File: src/include/cpu_macros.svh
// Widths assume an 8-bit data path with 16-bit instructions, changing one alone is unsupported
`ifndef CPU_MACROS_SVH
`define CPU_MACROS_SVH

// Data bytes and memory addresses share one width
`define CPU_DATA_WIDTH 8

// Instruction fetched as two data-width bytes
`define CPU_INSTR_WIDTH 16

// General registers R0 to R3
`define CPU_NUM_REGS 4

// Index into the register file
`define CPU_REG_IDX_WIDTH 2

`endif

File: src/hdl/datapathPkg.sv
// Datapath types; the control word carries no memory strobe, that travels on its own port
`default_nettype none
`include "cpu_macros.svh"

package datapathPkg;

    typedef enum logic [3:0] {
        PASS_A,
        NOT_A,
        ADD,
        SUB,
        AND,
        OR,
        SHR,
        SHL,
        INC,
        DEC
    } aluOp_e;

    typedef struct packed {
        logic zero;
        logic carry;     // Borrow on SUB and DEC
        logic negative;
        logic overflow;
    } aluFlags_t;

    typedef enum logic [1:0] {
        ALU,
        IMM,
        MEM
    } wrSrc_e;

    typedef struct packed {
        logic                            rfWrEn;
        logic [`CPU_REG_IDX_WIDTH-1:0]   rfWrIdx;
        wrSrc_e                          rfWrSrc;
        logic [`CPU_REG_IDX_WIDTH-1:0]   rfRdAIdx;
        logic [`CPU_REG_IDX_WIDTH-1:0]   rfRdBIdx;  // Also the store data source
        aluOp_e                          aluOp;
        logic                            flagsEn;
    } ctrlWord_t;

endpackage

`default_nettype wire

File: src/hdl/isaPkg.sv
// Instruction set types; opcodes B and C are not enumerated and execute as no-operations
`default_nettype none
`include "cpu_macros.svh"

package isaPkg;

    typedef enum logic [3:0] {
        BRA = 4'h0,
        LD  = 4'h1,
        ST  = 4'h2,
        MOV = 4'h3,
        AND = 4'h4,
        OR  = 4'h5,
        NOT = 4'h6,
        ADD = 4'h7,
        SUB = 4'h8,
        LSR = 4'h9,
        LSL = 4'hA,
        INC = 4'hD,
        DEC = 4'hE,
        BNE = 4'hF
    } opcode_e;

    typedef logic [3:0] regCode_t;

    localparam regCode_t REG_R0 = 4'h4;  // Lowest general register code
    localparam regCode_t REG_R3 = 4'h7;

    typedef struct packed {
        opcode_e                         opcode;
        logic                            spare;
        logic                            addrMode;  // 1 means immediate
        logic [`CPU_REG_IDX_WIDTH-1:0]   regIdx;
        logic [`CPU_DATA_WIDTH-1:0]      operand;
    } addrForm_t;

    typedef struct packed {
        opcode_e  opcode;
        regCode_t dest;
        regCode_t src1;
        regCode_t src2;
    } regForm_t;

    typedef union packed {
        addrForm_t addrForm;  // BRA, LD, ST, BNE
        regForm_t  regForm;   // Register-to-register operations
    } instrWord_u;

    function automatic logic isGenReg(regCode_t code);
        return (code >= REG_R0) && (code <= REG_R3);
    endfunction

    // Codes outside R0..R3 read as R0
    function automatic logic [`CPU_REG_IDX_WIDTH-1:0] regIndex(regCode_t code);
        return isGenReg(code) ? code[`CPU_REG_IDX_WIDTH-1:0] : '0;
    endfunction

endpackage

`default_nettype wire

File: src/hdl/alu.sv
// Unsigned carry is a borrow on subtraction, overflow only reflects add and subtract forms
`timescale 1ns/1ps
`default_nettype none
`include "cpu_macros.svh"

module alu (
    input  wire                         CLK,
    input  wire                         rstN_i,
    input  datapathPkg::ctrlWord_t      ctrl_i,
    input  wire [`CPU_DATA_WIDTH-1:0]   opA_i,
    input  wire [`CPU_DATA_WIDTH-1:0]   opB_i,
    output logic [`CPU_DATA_WIDTH-1:0]  result_o,
    output datapathPkg::aluFlags_t      flags_o
);

    localparam int Msb = `CPU_DATA_WIDTH - 1;

    logic carry;
    logic overflow;

    always_comb begin
        carry    = 1'b0;
        overflow = 1'b0;
        case (ctrl_i.aluOp)
            datapathPkg::NOT_A: result_o = ~opA_i;
            datapathPkg::AND:   result_o = opA_i & opB_i;
            datapathPkg::OR:    result_o = opA_i | opB_i;
            datapathPkg::ADD: begin
                {carry, result_o} = {1'b0, opA_i} + {1'b0, opB_i};
                overflow = (opA_i[Msb] == opB_i[Msb]) && (result_o[Msb] != opA_i[Msb]);
            end
            datapathPkg::SUB: begin
                {carry, result_o} = {1'b0, opA_i} - {1'b0, opB_i};  // Top bit is the borrow
                overflow = (opA_i[Msb] != opB_i[Msb]) && (result_o[Msb] != opA_i[Msb]);
            end
            datapathPkg::INC: begin
                {carry, result_o} = {1'b0, opA_i} + 1'b1;
                overflow = !opA_i[Msb] && result_o[Msb];
            end
            datapathPkg::DEC: begin
                {carry, result_o} = {1'b0, opA_i} - 1'b1;
                overflow = opA_i[Msb] && !result_o[Msb];
            end
            datapathPkg::SHR: begin
                result_o = opA_i >> 1;
                carry    = opA_i[0];
            end
            datapathPkg::SHL: begin
                result_o = opA_i << 1;
                carry    = opA_i[Msb];
            end
            default: result_o = opA_i;  // PASS_A
        endcase
    end

    always_ff @(posedge CLK or negedge rstN_i) begin
        if (!rstN_i) begin
            flags_o <= '0;
        end else if (ctrl_i.flagsEn) begin
            flags_o.zero     <= (result_o == '0);
            flags_o.carry    <= carry;
            flags_o.negative <= result_o[Msb];
            flags_o.overflow <= overflow;
        end
    end

endmodule

`default_nettype wire

File: src/hdl/controlFsm.sv
// Fixed three-cycle sequence per instruction, memory must answer reads in the same cycle
`timescale 1ns/1ps
`default_nettype none
`include "cpu_macros.svh"

module controlFsm (
    input  wire                         CLK,
    input  wire                         rstN_i,
    input  wire [`CPU_DATA_WIDTH-1:0]   memRdData_i,
    input  datapathPkg::aluFlags_t      flags_i,
    input  wire [`CPU_DATA_WIDTH-1:0]   pc_i,
    output datapathPkg::ctrlWord_t      ctrl_o,
    output logic [`CPU_DATA_WIDTH-1:0]  imm_o,
    output logic                        pcInc_o,
    output logic                        pcLoad_o,
    output logic [`CPU_DATA_WIDTH-1:0]  pcTarget_o,
    output logic [`CPU_DATA_WIDTH-1:0]  memAddr_o,
    output logic                        memWr_o
);

    typedef enum logic [1:0] {
        FETCH_HI,
        FETCH_LO,
        EXECUTE
    } state_e;

    state_e                  state;
    isaPkg::instrWord_u      irWord;
    datapathPkg::aluOp_e     aluSel;

    always_ff @(posedge CLK or negedge rstN_i) begin
        if (!rstN_i) begin
            state <= FETCH_HI;
        end else begin
            case (state)
                FETCH_HI: state <= FETCH_LO;
                FETCH_LO: state <= EXECUTE;
                default:  state <= FETCH_HI;
            endcase
        end
    end

    // Instruction register, loaded one byte per fetch cycle
    always_ff @(posedge CLK) begin
        if (state == FETCH_HI) begin
            irWord[`CPU_INSTR_WIDTH-1 -: `CPU_DATA_WIDTH] <= memRdData_i;
        end else if (state == FETCH_LO) begin
            irWord[`CPU_DATA_WIDTH-1:0] <= memRdData_i;
        end
    end

    always_comb begin
        case (irWord.regForm.opcode)
            isaPkg::NOT: aluSel = datapathPkg::NOT_A;
            isaPkg::AND: aluSel = datapathPkg::AND;
            isaPkg::OR:  aluSel = datapathPkg::OR;
            isaPkg::ADD: aluSel = datapathPkg::ADD;
            isaPkg::SUB: aluSel = datapathPkg::SUB;
            isaPkg::LSR: aluSel = datapathPkg::SHR;  // Right shift
            isaPkg::LSL: aluSel = datapathPkg::SHL;
            isaPkg::INC: aluSel = datapathPkg::INC;
            isaPkg::DEC: aluSel = datapathPkg::DEC;
            default:     aluSel = datapathPkg::PASS_A;  // MOV
        endcase
    end

    always_comb begin
        ctrl_o   = '0;
        pcLoad_o = 1'b0;
        memWr_o  = 1'b0;
        if (state == EXECUTE) begin
            case (irWord.regForm.opcode)
                isaPkg::BRA: pcLoad_o = 1'b1;
                isaPkg::BNE: pcLoad_o = !flags_i.zero;
                isaPkg::LD: begin
                    ctrl_o.rfWrEn  = 1'b1;
                    ctrl_o.rfWrIdx = irWord.addrForm.regIdx;
                    ctrl_o.rfWrSrc = irWord.addrForm.addrMode ? datapathPkg::IMM
                                                              : datapathPkg::MEM;
                end
                isaPkg::ST: begin
                    memWr_o         = 1'b1;
                    ctrl_o.rfRdBIdx = irWord.addrForm.regIdx;
                end
                isaPkg::MOV, isaPkg::AND, isaPkg::OR, isaPkg::NOT, isaPkg::ADD,
                isaPkg::SUB, isaPkg::LSR, isaPkg::LSL, isaPkg::INC, isaPkg::DEC: begin
                    ctrl_o.aluOp    = aluSel;
                    ctrl_o.rfRdAIdx = isaPkg::regIndex(irWord.regForm.src1);
                    ctrl_o.rfRdBIdx = isaPkg::regIndex(irWord.regForm.src2);
                    ctrl_o.rfWrIdx  = isaPkg::regIndex(irWord.regForm.dest);
                    ctrl_o.rfWrEn   = isaPkg::isGenReg(irWord.regForm.dest);
                    ctrl_o.flagsEn  = 1'b1;
                end
                default: ;  // Opcodes B and C
            endcase
        end
    end

    assign pcInc_o    = (state != EXECUTE);
    assign imm_o      = irWord.addrForm.operand;
    assign pcTarget_o = irWord.addrForm.operand;
    assign memAddr_o  = (state == EXECUTE) ? irWord.addrForm.operand : pc_i;

    // A store goes to a fully fetched operand address
    memWrAddrKnown: assert property (@(posedge CLK) disable iff (!rstN_i)
        memWr_o |-> !$isunknown(memAddr_o));

endmodule

`default_nettype wire

File: src/hdl/cpuTop.sv
// CPU core with an external byte RAM that must answer reads combinationally
`timescale 1ns/1ps
`default_nettype none
`include "cpu_macros.svh"

module cpuTop (
    input  wire                         CLK,
    input  wire                         rstN_i,
    input  wire [`CPU_DATA_WIDTH-1:0]   memRdData_i,
    output logic [`CPU_DATA_WIDTH-1:0]  memAddr_o,
    output logic                        memWr_o,
    output logic [`CPU_DATA_WIDTH-1:0]  memWrData_o
);

    datapathPkg::ctrlWord_t       ctrl;
    datapathPkg::aluFlags_t       flags;
    logic [`CPU_DATA_WIDTH-1:0]   imm;
    logic [`CPU_DATA_WIDTH-1:0]   pc;
    logic [`CPU_DATA_WIDTH-1:0]   pcTarget;
    logic                         pcInc;
    logic                         pcLoad;
    logic [`CPU_DATA_WIDTH-1:0]   opA;
    logic [`CPU_DATA_WIDTH-1:0]   opB;
    logic [`CPU_DATA_WIDTH-1:0]   aluResult;

    controlFsm uCtrl (
        .CLK(CLK), .rstN_i(rstN_i), .memRdData_i(memRdData_i), .flags_i(flags),
        .pc_i(pc), .ctrl_o(ctrl), .imm_o(imm), .pcInc_o(pcInc), .pcLoad_o(pcLoad),
        .pcTarget_o(pcTarget), .memAddr_o(memAddr_o), .memWr_o(memWr_o)
    );

    programCounter uPc (
        .CLK(CLK), .rstN_i(rstN_i), .inc_i(pcInc), .load_i(pcLoad),
        .target_i(pcTarget), .pc_o(pc)
    );

    registerFile uRegs (
        .CLK(CLK), .rstN_i(rstN_i), .ctrl_i(ctrl), .imm_i(imm), .memRdData_i(memRdData_i),
        .aluResult_i(aluResult), .opA_o(opA), .opB_o(opB)
    );

    alu uAlu (
        .CLK(CLK), .rstN_i(rstN_i), .ctrl_i(ctrl), .opA_i(opA), .opB_i(opB),
        .result_o(aluResult), .flags_o(flags)
    );

    assign memWrData_o = opB;  // Store data from read port B

endmodule

`default_nettype wire

File: src/hdl/programCounter.sv
// Eight-bit PC that wraps at 255, load and increment must not be requested together
`timescale 1ns/1ps
`default_nettype none
`include "cpu_macros.svh"

module programCounter (
    input  wire                         CLK,
    input  wire                         rstN_i,
    input  wire                         inc_i,
    input  wire                         load_i,
    input  wire [`CPU_DATA_WIDTH-1:0]   target_i,
    output logic [`CPU_DATA_WIDTH-1:0]  pc_o
);

    always_ff @(posedge CLK or negedge rstN_i) begin
        if (!rstN_i) begin
            pc_o <= '0;
        end else if (load_i) begin
            pc_o <= target_i;  // Branch taken
        end else if (inc_i) begin
            pc_o <= pc_o + 1'b1;
        end
    end

    // Fetch cycles increment, only EXECUTE may load
    noIncWithLoad: assert property (@(posedge CLK) disable iff (!rstN_i)
        !(inc_i && load_i));

endmodule

`default_nettype wire

File: src/hdl/registerFile.sv
// Four general registers with combinational reads, a write shows up one cycle later
`timescale 1ns/1ps
`default_nettype none
`include "cpu_macros.svh"

module registerFile (
    input  wire                         CLK,
    input  wire                         rstN_i,
    input  datapathPkg::ctrlWord_t      ctrl_i,
    input  wire [`CPU_DATA_WIDTH-1:0]   imm_i,
    input  wire [`CPU_DATA_WIDTH-1:0]   memRdData_i,
    input  wire [`CPU_DATA_WIDTH-1:0]   aluResult_i,
    output logic [`CPU_DATA_WIDTH-1:0]  opA_o,
    output logic [`CPU_DATA_WIDTH-1:0]  opB_o
);

    logic [`CPU_DATA_WIDTH-1:0] regs [`CPU_NUM_REGS];
    logic [`CPU_DATA_WIDTH-1:0] wrData;

    always_comb begin
        case (ctrl_i.rfWrSrc)
            datapathPkg::IMM: wrData = imm_i;
            datapathPkg::MEM: wrData = memRdData_i;  // Direct load
            default:          wrData = aluResult_i;
        endcase
    end

    always_ff @(posedge CLK or negedge rstN_i) begin
        if (!rstN_i) begin
            for (int i = 0; i < `CPU_NUM_REGS; i++) begin
                regs[i] <= '0;
            end
        end else if (ctrl_i.rfWrEn) begin
            regs[ctrl_i.rfWrIdx] <= wrData;
        end
    end

    assign opA_o = regs[ctrl_i.rfRdAIdx];
    assign opB_o = regs[ctrl_i.rfRdBIdx];

    // A write never takes an undefined source
    wrSrcLegal: assert property (@(posedge CLK) disable iff (!rstN_i)
        ctrl_i.rfWrEn |-> ctrl_i.rfWrSrc inside {datapathPkg::ALU, datapathPkg::IMM,
                                                 datapathPkg::MEM});

endmodule

`default_nettype wire

File: config.mk
export PLATFORM = sky130hd
export DESIGN_NAME = cpuTop
export DESIGN_NICKNAME = d
export VERILOG_FILES = /design/src/hdl/datapathPkg.sv /design/src/hdl/isaPkg.sv /design/src/hdl/alu.sv /design/src/hdl/controlFsm.sv /design/src/hdl/cpuTop.sv /design/src/hdl/programCounter.sv /design/src/hdl/registerFile.sv
export VERILOG_INCLUDE_DIRS = /design/src /design/src/include
export SDC_FILE = /design/constraint.sdc
export NUM_CORES = 1
export LEC_CHECK = 0
export BUFFER_PORTS_ARGS = -buffer_cell sky130_fd_sc_hd__buf_2
export CORE_ASPECT_RATIO = 1.4
export CORE_MARGIN = 4
export CORE_UTILIZATION = 35
export DETAILED_ROUTE_END_ITERATION = 7
export SLEW_MARGIN = 20
export SYNTH_ARGS = -nofsm -noshare
export SYNTH_HDL_FRONTEND = slang
export SYNTH_SLANG_ARGS = --single-unit
File: constraint.sdc
create_clock -name CLK -period 6.85 [get_ports CLK]
set_input_delay 0.685 -clock CLK [delete_from_list [all_inputs] [get_ports CLK]]
set_output_delay 0.685 -clock CLK [all_outputs]
set_load 0.02 [all_outputs]
==> flow_summary.toml, run 1 <==
[global_route]
antenna_found_initial = 0
grt_pass1_vias = 4568
gr-usage-all-layers = 0.193
grt_overflow = 0
grt_start_max_net_pins = 44
grt_pass1_wl_mm = 24.3

[floorplanning]
fp-row-count = 51
start_util = 0.358
io_pins = 27
core_area_sq_um = 14000
die_x_um = 109
fp.dieArea_sq_um = 16300
die_h_um = 149

[synthesis]
ys_seq_area_frac = 0.327
synth_seq_cells = 63
synth_cells = 560
ys_warn_count = 0
synth_nets = 585
synth-main-ff-cell = "dfrtp_1"
synth_area_leaders = "dfrtp_1, edfxtp_1, mux2_2"
synth_area_sq_um = 5000
synthDominantAreaCellType = "dfrtp_1"
synth_edf_count = 16
postSynth.asyncResetShare = 0.683
ys_types = 82
synth_top_area_share = 0.215
syn_area_per_cell_sq_um = 8.92

[power_and_ir_drop]
vdd_ir_drop_max_mv = 0.165
clkPwrFrac = 0.372
intPower_mw = 0.807
combPwrFrac = 0.229
power.switching_mw = 0.370
switching_share = 0.314
p_leak_nw = 2.29
sequentialPowerShare = 0.399
power_mw = 1.18
powerDensity_nw_per_um2 = 212

[clocking]
cts_tree = "yes"
root_buffer = "clkbuf_16"
cts-resized-gates = 0
clock_latency_ns = 0.33
cts_buffer_depth = 2
cts_sinks = 63
clk_pin_slew_ns = 0.05
cts_buffers = 9
cts_hold_buf = 0
cts.htree.levels = 3
post-cts-setup-buffer-count = 0

[placement]
hpwl_mm = 11.6
port_buffers = 26
place_congestion = 0.925

[sta]
post-route-min-period_ns = 6.15
clock.fmax_mhz = 163
setup_violations = 0
worst_pin_slew_ns = 1.08
hold_violations = 0
setup_tns_ns = 0
slew_violations = 0
finalCritPeriodShare = 0.897
relSlewSlack = 0.272
fin_skew_ns = 0.00657
rsz0062_at_grt = "no"

[finish]
area_delta_synth_final_pct = 11.3
diodes = 0
finalNetCount = 600
n_fill_cell = 1371
final_cell_mix = "nand2_1, dfrtp_1, nor2_1"
drive_above_1_share = 0.179
final_common_cell = "nand2_1"

[critical_path]
worstSetupPathType = "flop to flop"
crit_cells = 21
setup.worst_path.start = "uCtrl.state[0]"
r2r_cells = 21
rrSetupSlack_ns = 0.70
cp.arrival_ns = 6.37
cp_data_required_time_ns = 7.08
r2r-end = "uRegs.regs[7]"
cp-end-kind = "flop"
slowest_stage = "a311oi_2"
worstPathMaxFanout = 20
r2r_start = "uCtrl.state[0]"
path_cells = "nand2b_1, a311oi_2, buf_4, a21o_1, nand2_1, and3_1, a31oi_1, o21ai_0, a22o_1, a211oi_1, ha_1, nand3b_1, nand2_1, a211oi_1, o21bai_1, a21oi_1, xor2_1, or3_1, mux2i_1, and3b_1, o31ai_1"
cp-start-kind = "flop"
critPathBufInv = 1
cpLargestDelayFamily = "compound AO/OA/AOI/OAI gates"
slowest_delay_ns = 0.59

[drt]
first_pass_iters = 5
vias = 4650
remaining_drc_errors = 0
drtIter0Drc = 416
ant_nets = 0
routed_wl_mm = 15.3
wl_per_cell_um = 20.0
vias_per_cell = 6.08

[run_status]
status = "finished clean"

[flow_run]
maxCapViolations = 0

[hold_path]
hold_path.class = "input port to asynchronous set/reset pin"
[worst max path at each step]
stage               endpoint  slack, ns
6_report       uRegs.regs[7]       0.70
5_1_grt        uRegs.regs[7]       0.09
4_1_cts        uRegs.regs[7]       0.78
3_5_place_dp   uRegs.regs[7]       0.79
3_3_place_gp   uRegs.regs[7]       1.02
2_1_floorplan  uRegs.regs[7]       1.75
[cells by family after synthesis]
family                   Yosys count  share of synthesized area
AND/OR/NAND/NOR                  217                      0.218
AO/OA/AOI/OAI                    148                      0.220
multiplexers                      64                      0.141
flip-flops                        63                      0.327
buffers and inverters             45                     0.0403
adder cells (fa/ha/maj)           15                     0.0391
XOR/XNOR                           8                     0.0140
[cell usage after synthesis (all sizes together), types with 5 or more instances]
cell type	count
nand2	84
dfrtp	43
nor2	41
mux2i	35
o21ai	30
mux2	29
a21oi	26
inv	17
edfxtp	16
nor3	16
nand3	15
a221oi	14
clkbuf	14
ha	14
buf	13
o22ai	12
and3	11
nand2b	9
a31oi	7
nor2b	7
o211ai	7
or3	7
o221a	6
o31ai	6
a211oi	5
a21o	5
nor4	5
xor2	5
[power by group through the flow]
stage / Sequential, mW / Clock (mW) / Combinational, mW
2_1_floorplan: 0.457 / 0 / 0.202
3_3_place_gp: 0.473 / 0 / 0.262
3_5_place_dp: 0.474 / 0 / 0.266
4_1_cts: 0.467 / 0.445 / 0.268
5_1_grt: 0.476 / 0.459 / 0.299
6_report: 0.469 / 0.438 / 0.269
[registers in the layout, indices dropped and copies added (netlist names)]
register and flops:
uAlu.flags_o 1, uCtrl.aluSel 4, uCtrl.irWord 16, uCtrl.state 2, uPc.pc_o 8, uRegs.regs 32
[stage by stage]
stage | utilization | instances | hold slack (ns) | setup WS [ns] | cell area (sq um)
2_1_floorplan | - | 560 | 0.389 | 1.75 | 5000
3_3_place_gp | 0.377 | 749 | 0.488 | 1.02 | 5270
3_5_place_dp | 0.377 | 749 | 0.501 | 0.793 | 5270
4_1_cts | 0.398 | 765 | 0.513 | 0.781 | 5560
5_1_grt | 0.398 | 765 | 0.392 | 0.0914 | 5560
6_report | 0.398 | 765 | 0.360 | 0.705 | 5560
[cell type report]
| class | count | area (sq um) | share of cell area |
|---|---|---|---|
| clock buffer | 11 | 264 | 0.0475 |
| clock inverter | 5 | 28.8 | 0.00517 |
| inverter | 18 | 67.6 | 0.0121 |
| multi-input combinational | 452 | 3160 | 0.569 |
| sequential | 63 | 1640 | 0.294 |
| tap | 185 | 231 | 0.0416 |
| timing repair buffer | 31 | 170 | 0.0306 |
[metal layers]
metal / part of all wire / track usage / wire length [um]
met5: 0 / 0 / 0
met4: 0.042 / 0.0929 / 640
met3: 0.055 / 0.0286 / 835
met2: 0.49 / 0.328 / 7560
met1: 0.41 / 0.237 / 6250
Note: power is estimated with default switching activity, not from simulation.
==> run 2, diff against run 1 <==
--- a/config.mk
+++ b/config.mk
@@ -11,6 +11,7 @@
 export CORE_MARGIN = 4
 export CORE_UTILIZATION = 35
 export DETAILED_ROUTE_END_ITERATION = 7
+export MAX_ROUTING_LAYER = met4
 export SLEW_MARGIN = 20
 export SYNTH_ARGS = -nofsm -noshare
 export SYNTH_HDL_FRONTEND = slang
==> run 2 against run 1 <==
Compared with the run above: global-route usage is 0.60 points higher; hold slack worse by 0.0049 ns; highest routed layer unchanged; clock skew is 0.0019 ns higher; worst setup slack better by 0.11 ns; clock-buffer cell count is 1 lower; power is 3.4% higher.
==> flow_summary.toml, run 2 (synthesis results as in run 1) <==
[sta]
worst_pin_slew_ns = 0.927
hold_violations = 0
relSlewSlack = 0.380
rsz0062_at_grt = "no"
fin_skew_ns = 0.00850
clock.fmax_mhz = 166
post-route-min-period_ns = 6.04
finalCritPeriodShare = 0.882
finalHoldWorstSlack_ns = 0.356
setup_violations = 0
slew_violations = 0
setup_tns_ns = 0
fin_ws_ns = 0.810

[drt]
ant_nets = 0
wl_met1_mm = 6.29
vias = 4654
remaining_drc_errors = 0
route.met3.wl_um = 758
wl_met2_mm = 7.83
vias_per_cell = 6.07
wl_per_cell_um = 20.2
routed_wl_mm = 15.5
top_layer = "met4"
drtIter0Drc = 313
first_pass_iters = 7

[floorplanning]
core_area_sq_um = 14000
fp.dieArea_sq_um = 16300
fp-row-count = 51
die_h_um = 149
die_x_um = 109
io_pins = 27
start_util = 0.358

[placement]
placed_cell_area_sq_um = 5280
place_inst = 751
port_buffers = 26
place_congestion = 0.927
hpwl_mm = 11.8
post-place-ws_ns = 0.951

[clocking]
cts_tree = "yes"
root_buffer = "clkbuf_16"
cts-resized-gates = 0
cts_sinks = 63
cts_buffer_depth = 2
cts_buffers = 9
cts.htree.levels = 3
clock_latency_ns = 0.33
post-cts-setup-buffer-count = 0
clk_pin_slew_ns = 0.06
cts_hold_buf = 0

[power_and_ir_drop]
powerDensity_nw_per_um2 = 217
power_mw = 1.22
p_leak_nw = 2.31
vdd_ir_drop_max_mv = 0.157

[critical_path]
critPathBufInv = 1
cp-end-kind = "flop"
cp-start-kind = "flop"
slowest_stage = "o32ai_2"
slowest_delay_ns = 0.75
worstPathMaxFanout = 20
cp.arrival_ns = 6.24
cpLargestDelayFamily = "compound AO/OA/AOI/OAI gates"
worstSetupPathType = "flop to flop"
cp_data_required_time_ns = 7.05
path_cells = "nand2b_1, a311o_2, o31a_1, o32ai_2, or2_1, inv_1, o21ai_0, o21ai_0, a211oi_1, ha_1, a21oi_1, nand2_1, a21o_1, a21oi_1, xnor2_1, a221oi_1, and3_1, and3_1, nand4_1, o41ai_1"

[finish]
area_delta_synth_final_pct = 12.1
drive_above_1_share = 0.182
final_cell_mix = "nand2_1, dfrtp_1, nor2_1"
final_common_cell = "nand2_1"
largest_reg_flops = 32
n_fill_cell = 1407
finalInstanceArea_sq_um = 5600
finalNetCount = 602
stdcell_count = 767
largest_register = "uRegs.regs"
multi_input_area_sq_um = 3160
finish.utilization = 0.401
reg_top3 = "uRegs.regs: 32 flops, uCtrl.irWord: 16 flops, uPc.pc_o: 8 flops"
seq_area_sq_um = 1640
diodes = 0

[global_route]
antenna_found_initial = 0
gr-usage-all-layers = 0.199
grt_pass1_wl_mm = 24.3
grt_pass1_vias = 4552
grt_start_max_net_pins = 44
grt_overflow = 0

[flow_run]
maxCapViolations = 0

[run_status]
status = "finished clean"

[hold_path]
hold_path.class = "input port to asynchronous set/reset pin"
[run 2: routing by layer]
metal | GRT usage | vias to the layer above
met2 | 0.333 | 188
met1 | 0.230 | 2269
met5 | - | -
met3 | 0.0286 | 51
li1 | - | 2146
met4 | 0.102 | 0
[run 2: where the power goes]
| part | internal (mW) | leakage (nW) | switching, mW |
|---|---|---|---|
| Combinational | 0.109 | 1.43 | 0.159 |
| Sequential | 0.424 | 0.725 | 0.0465 |
| Clock | 0.304 | 0.154 | 0.175 |
[run 2: worst register-to-register path: stages, from the launching register on]
cell      delay (ns)
dfrtp_1         0.40
nand2b_1        0.49
a311o_2         0.64
o31a_1          0.50
o32ai_2         0.75
or2_1           0.29
inv_1           0.05
o21ai_0         0.15
o21ai_0         0.11
a211oi_1        0.35
ha_1            0.32
a21oi_1         0.13
nand2_1         0.10
a21o_1          0.19
a21oi_1         0.17
xnor2_1         0.09
a221oi_1        0.30
and3_1          0.25
and3_1          0.18
nand4_1         0.10
o41ai_1         0.35
[run 2: final timing paths]
path                           startpoint         endpoint  slack, ns  cells after the start
setup / recovery           uCtrl.state[0]  uAlu.flags_o[3]       0.81                     20
hold / removal                     rstN_i   uRegs.regs[21]       0.36                      1
setup reg to reg           uCtrl.state[0]  uAlu.flags_o[3]       0.81                     20
hold reg to reg               uPc.pc_o[7]      uPc.pc_o[7]       0.50                      2
max in group asynchronous          rstN_i      uPc.pc_o[0]       6.08                      1
min in group CLK              uPc.pc_o[7]      uPc.pc_o[7]       0.50                      2
[run 2: final cells by class]
class	count	share of cell area
multi-input combinational	452	0.565
sequential	63	0.292
clock buffer	10	0.0447
tap	185	0.0413
timing repair buffer	33	0.0331
inverter	18	0.0121
clock inverter	6	0.0118
==> run 3, diff against run 2 <==
--- a/config.mk
+++ b/config.mk
@@ -7,11 +7,14 @@
 export NUM_CORES = 1
 export LEC_CHECK = 0
 export BUFFER_PORTS_ARGS = -buffer_cell sky130_fd_sc_hd__buf_2
+export CELL_PAD_IN_SITES_DETAIL_PLACEMENT = 1
+export CELL_PAD_IN_SITES_GLOBAL_PLACEMENT = 1
 export CORE_ASPECT_RATIO = 1.4
 export CORE_MARGIN = 4
 export CORE_UTILIZATION = 35
 export DETAILED_ROUTE_END_ITERATION = 7
 export MAX_ROUTING_LAYER = met4
+export PLACE_DENSITY = 0.62
 export SLEW_MARGIN = 20
 export SYNTH_ARGS = -nofsm -noshare
 export SYNTH_HDL_FRONTEND = slang
==> run 3 against run 2 <==
Compared with the run above: final area is 0.16% higher; clock power shrank 3%; flip-flop and latch count unchanged; maximum frequency fell by 0.17%; combinational power rose by 2%; critical path depth shrank 2; clock-buffer cell count fell by 1; power is 0.64% lower; sequential share of layout area is essentially flat; global-route usage grew 2.8 points; clock skew grew 0.0027 ns; register-to-register slack hardly changed; critical path type unchanged.
==> flow_summary.toml, run 3 (synthesis results as in run 1) <==
[drt]
remaining_drc_errors = 0
ant_nets = 0
vias_per_cell = 5.92
drtIter0Drc = 237
wl_per_cell_um = 22.4
vias = 4554
first_pass_iters = 4
routed_wl_mm = 17.2

[finish]
seq_area_sq_um = 1640
largest_reg_flops = 32
largest_register = "uRegs.regs"
reg_top3 = "uRegs.regs: 32 flops, uCtrl.irWord: 16 flops, uPc.pc_o: 8 flops"
multi_input_area_sq_um = 3170
area_delta_synth_final_pct = 12.3
diodes = 0
drive_above_1_share = 0.187
finalNetCount = 604
final_common_cell = "nand2_1"
n_fill_cell = 1637
final_cell_mix = "nand2_1, dfrtp_1, nor2_1"

[critical_path]
r2r_start = "uCtrl.state[0]"
worstPathMaxFanout = 20
r2r_cells = 18
worstSetupPathType = "flop to flop"
cp_data_required_time_ns = 7.08
r2r-end = "uRegs.regs[7]"
cp-end-kind = "flop"
rrSetupSlack_ns = 0.80
cp.arrival_ns = 6.28
cp-start-kind = "flop"

[clocking]
cts.htree.levels = 3
cts-resized-gates = 0
cts_buffer_depth = 2
clk_pin_slew_ns = 0.06
clock_latency_ns = 0.33
cts_tree = "yes"
cts_buffers = 9
post-cts-setup-buffer-count = 0
cts_sinks = 63
root_buffer = "clkbuf_16"
cts_hold_buf = 0

[sta]
finalCritPeriodShare = 0.883
hold_violations = 0
fin_skew_ns = 0.0112
relSlewSlack = 0.329
finalHoldWorstSlack_ns = 0.355
clock.fmax_mhz = 165
post-route-min-period_ns = 6.05
worst_pin_slew_ns = 1.00
slew_violations = 0
setup_tns_ns = 0
rsz0062_at_grt = "no"
setup_violations = 0

[global_route]
grt_start_max_net_pins = 44
grt_overflow = 0
antenna_found_initial = 0
grt_pass1_vias = 4783
grt_pass1_wl_mm = 27.3
gr-usage-all-layers = 0.227

[floorplanning]
core_area_sq_um = 14000
fp.dieArea_sq_um = 16300
die_x_um = 109
start_util = 0.358
fp-row-count = 51
die_h_um = 149
io_pins = 27

[placement]
port_buffers = 26
place_congestion = 0.883
hpwl_mm = 13.2

[hold_path]
hold_path.class = "input port to asynchronous set/reset pin"

[run_status]
status = "finished clean"

[power_and_ir_drop]
powerDensity_nw_per_um2 = 215
p_leak_nw = 2.31
vdd_ir_drop_max_mv = 0.198

[flow_run]
maxCapViolations = 0
run 3: cell count changes in the layout (fill, tap and decap cells not counted):
cell,change
clkbuf_16,-1
buf_4,+2
nor4b_2,+1
inv_6,+2
nor4b_1,-1
clkinv_2,-1
run 3: metrics by stage:
step	std cells	area, sq um	total power [mW]	util	setup slack (ns)
3_3_place_gp	753	5300	0.745	0.379	1.11
4_1_cts	769	5600	1.22	0.401	0.802
6_report	769	5610	1.21	0.401	0.800
3_5_place_dp	753	5300	0.753	0.379	0.849
5_1_grt	769	5610	1.28	0.401	0.295
2_1_floorplan	560	5000	0.659	-	1.75
run 3: worst max path at each step:
stage / start / end / slack (ns)
floorplan: uCtrl.irWord[13] / uRegs.regs[7] / 1.75
finish: uCtrl.state[0] / uRegs.regs[7] / 0.80
global route: uCtrl.state[0] / uRegs.regs[7] / 0.29
global placement: uCtrl.state[0] / uAlu.flags_o[3] / 1.11
CTS: uCtrl.state[0] / uRegs.regs[7] / 0.80
detailed placement: uCtrl.state[0] / uRegs.regs[15] / 0.85
run 3: area by class of cell:
cell class / count / area share
multi-input combinational: 452 / 0.565
sequential: 63 / 0.292
tap: 185 / 0.0413
clock buffer: 9 / 0.0401
timing repair buffer: 35 / 0.0357
clock inverter: 7 / 0.0140
inverter: 18 / 0.0120
run 3: worst max-delay path, cell delays in order, from the launching register on:
cell and delay, ns:
dfrtp_1 0.40, nand2b_1 0.50, a311o_2 0.65, o31ai_4 0.62
mux2i_1 0.47, mux2i_4 0.21, or3_1 0.44, nor3_1 0.40
nor3_1 0.10, a221oi_1 0.26, ha_1 0.33, o21ai_0 0.10
o21bai_1 0.09, a21oi_1 0.17, xor2_1 0.12, or3_1 0.36
mux2i_1 0.21, and3b_1 0.26, o31ai_1 0.24
run 3: routing by layer:
metal / vias up / part of all wire / global-route usage
li1: 2144 / - / -
met1: 2282 / 0.41 / 0.260
met2: 101 / 0.54 / 0.406
met3: 27 / 0.025 / 0.0212
met4: 0 / 0.029 / 0.0846
met5: - / 0 / -
run 3: power by group:
part           switching, mW  internal, mW
combinational          0.164         0.109
clock                  0.178         0.285
sequential            0.0485         0.423
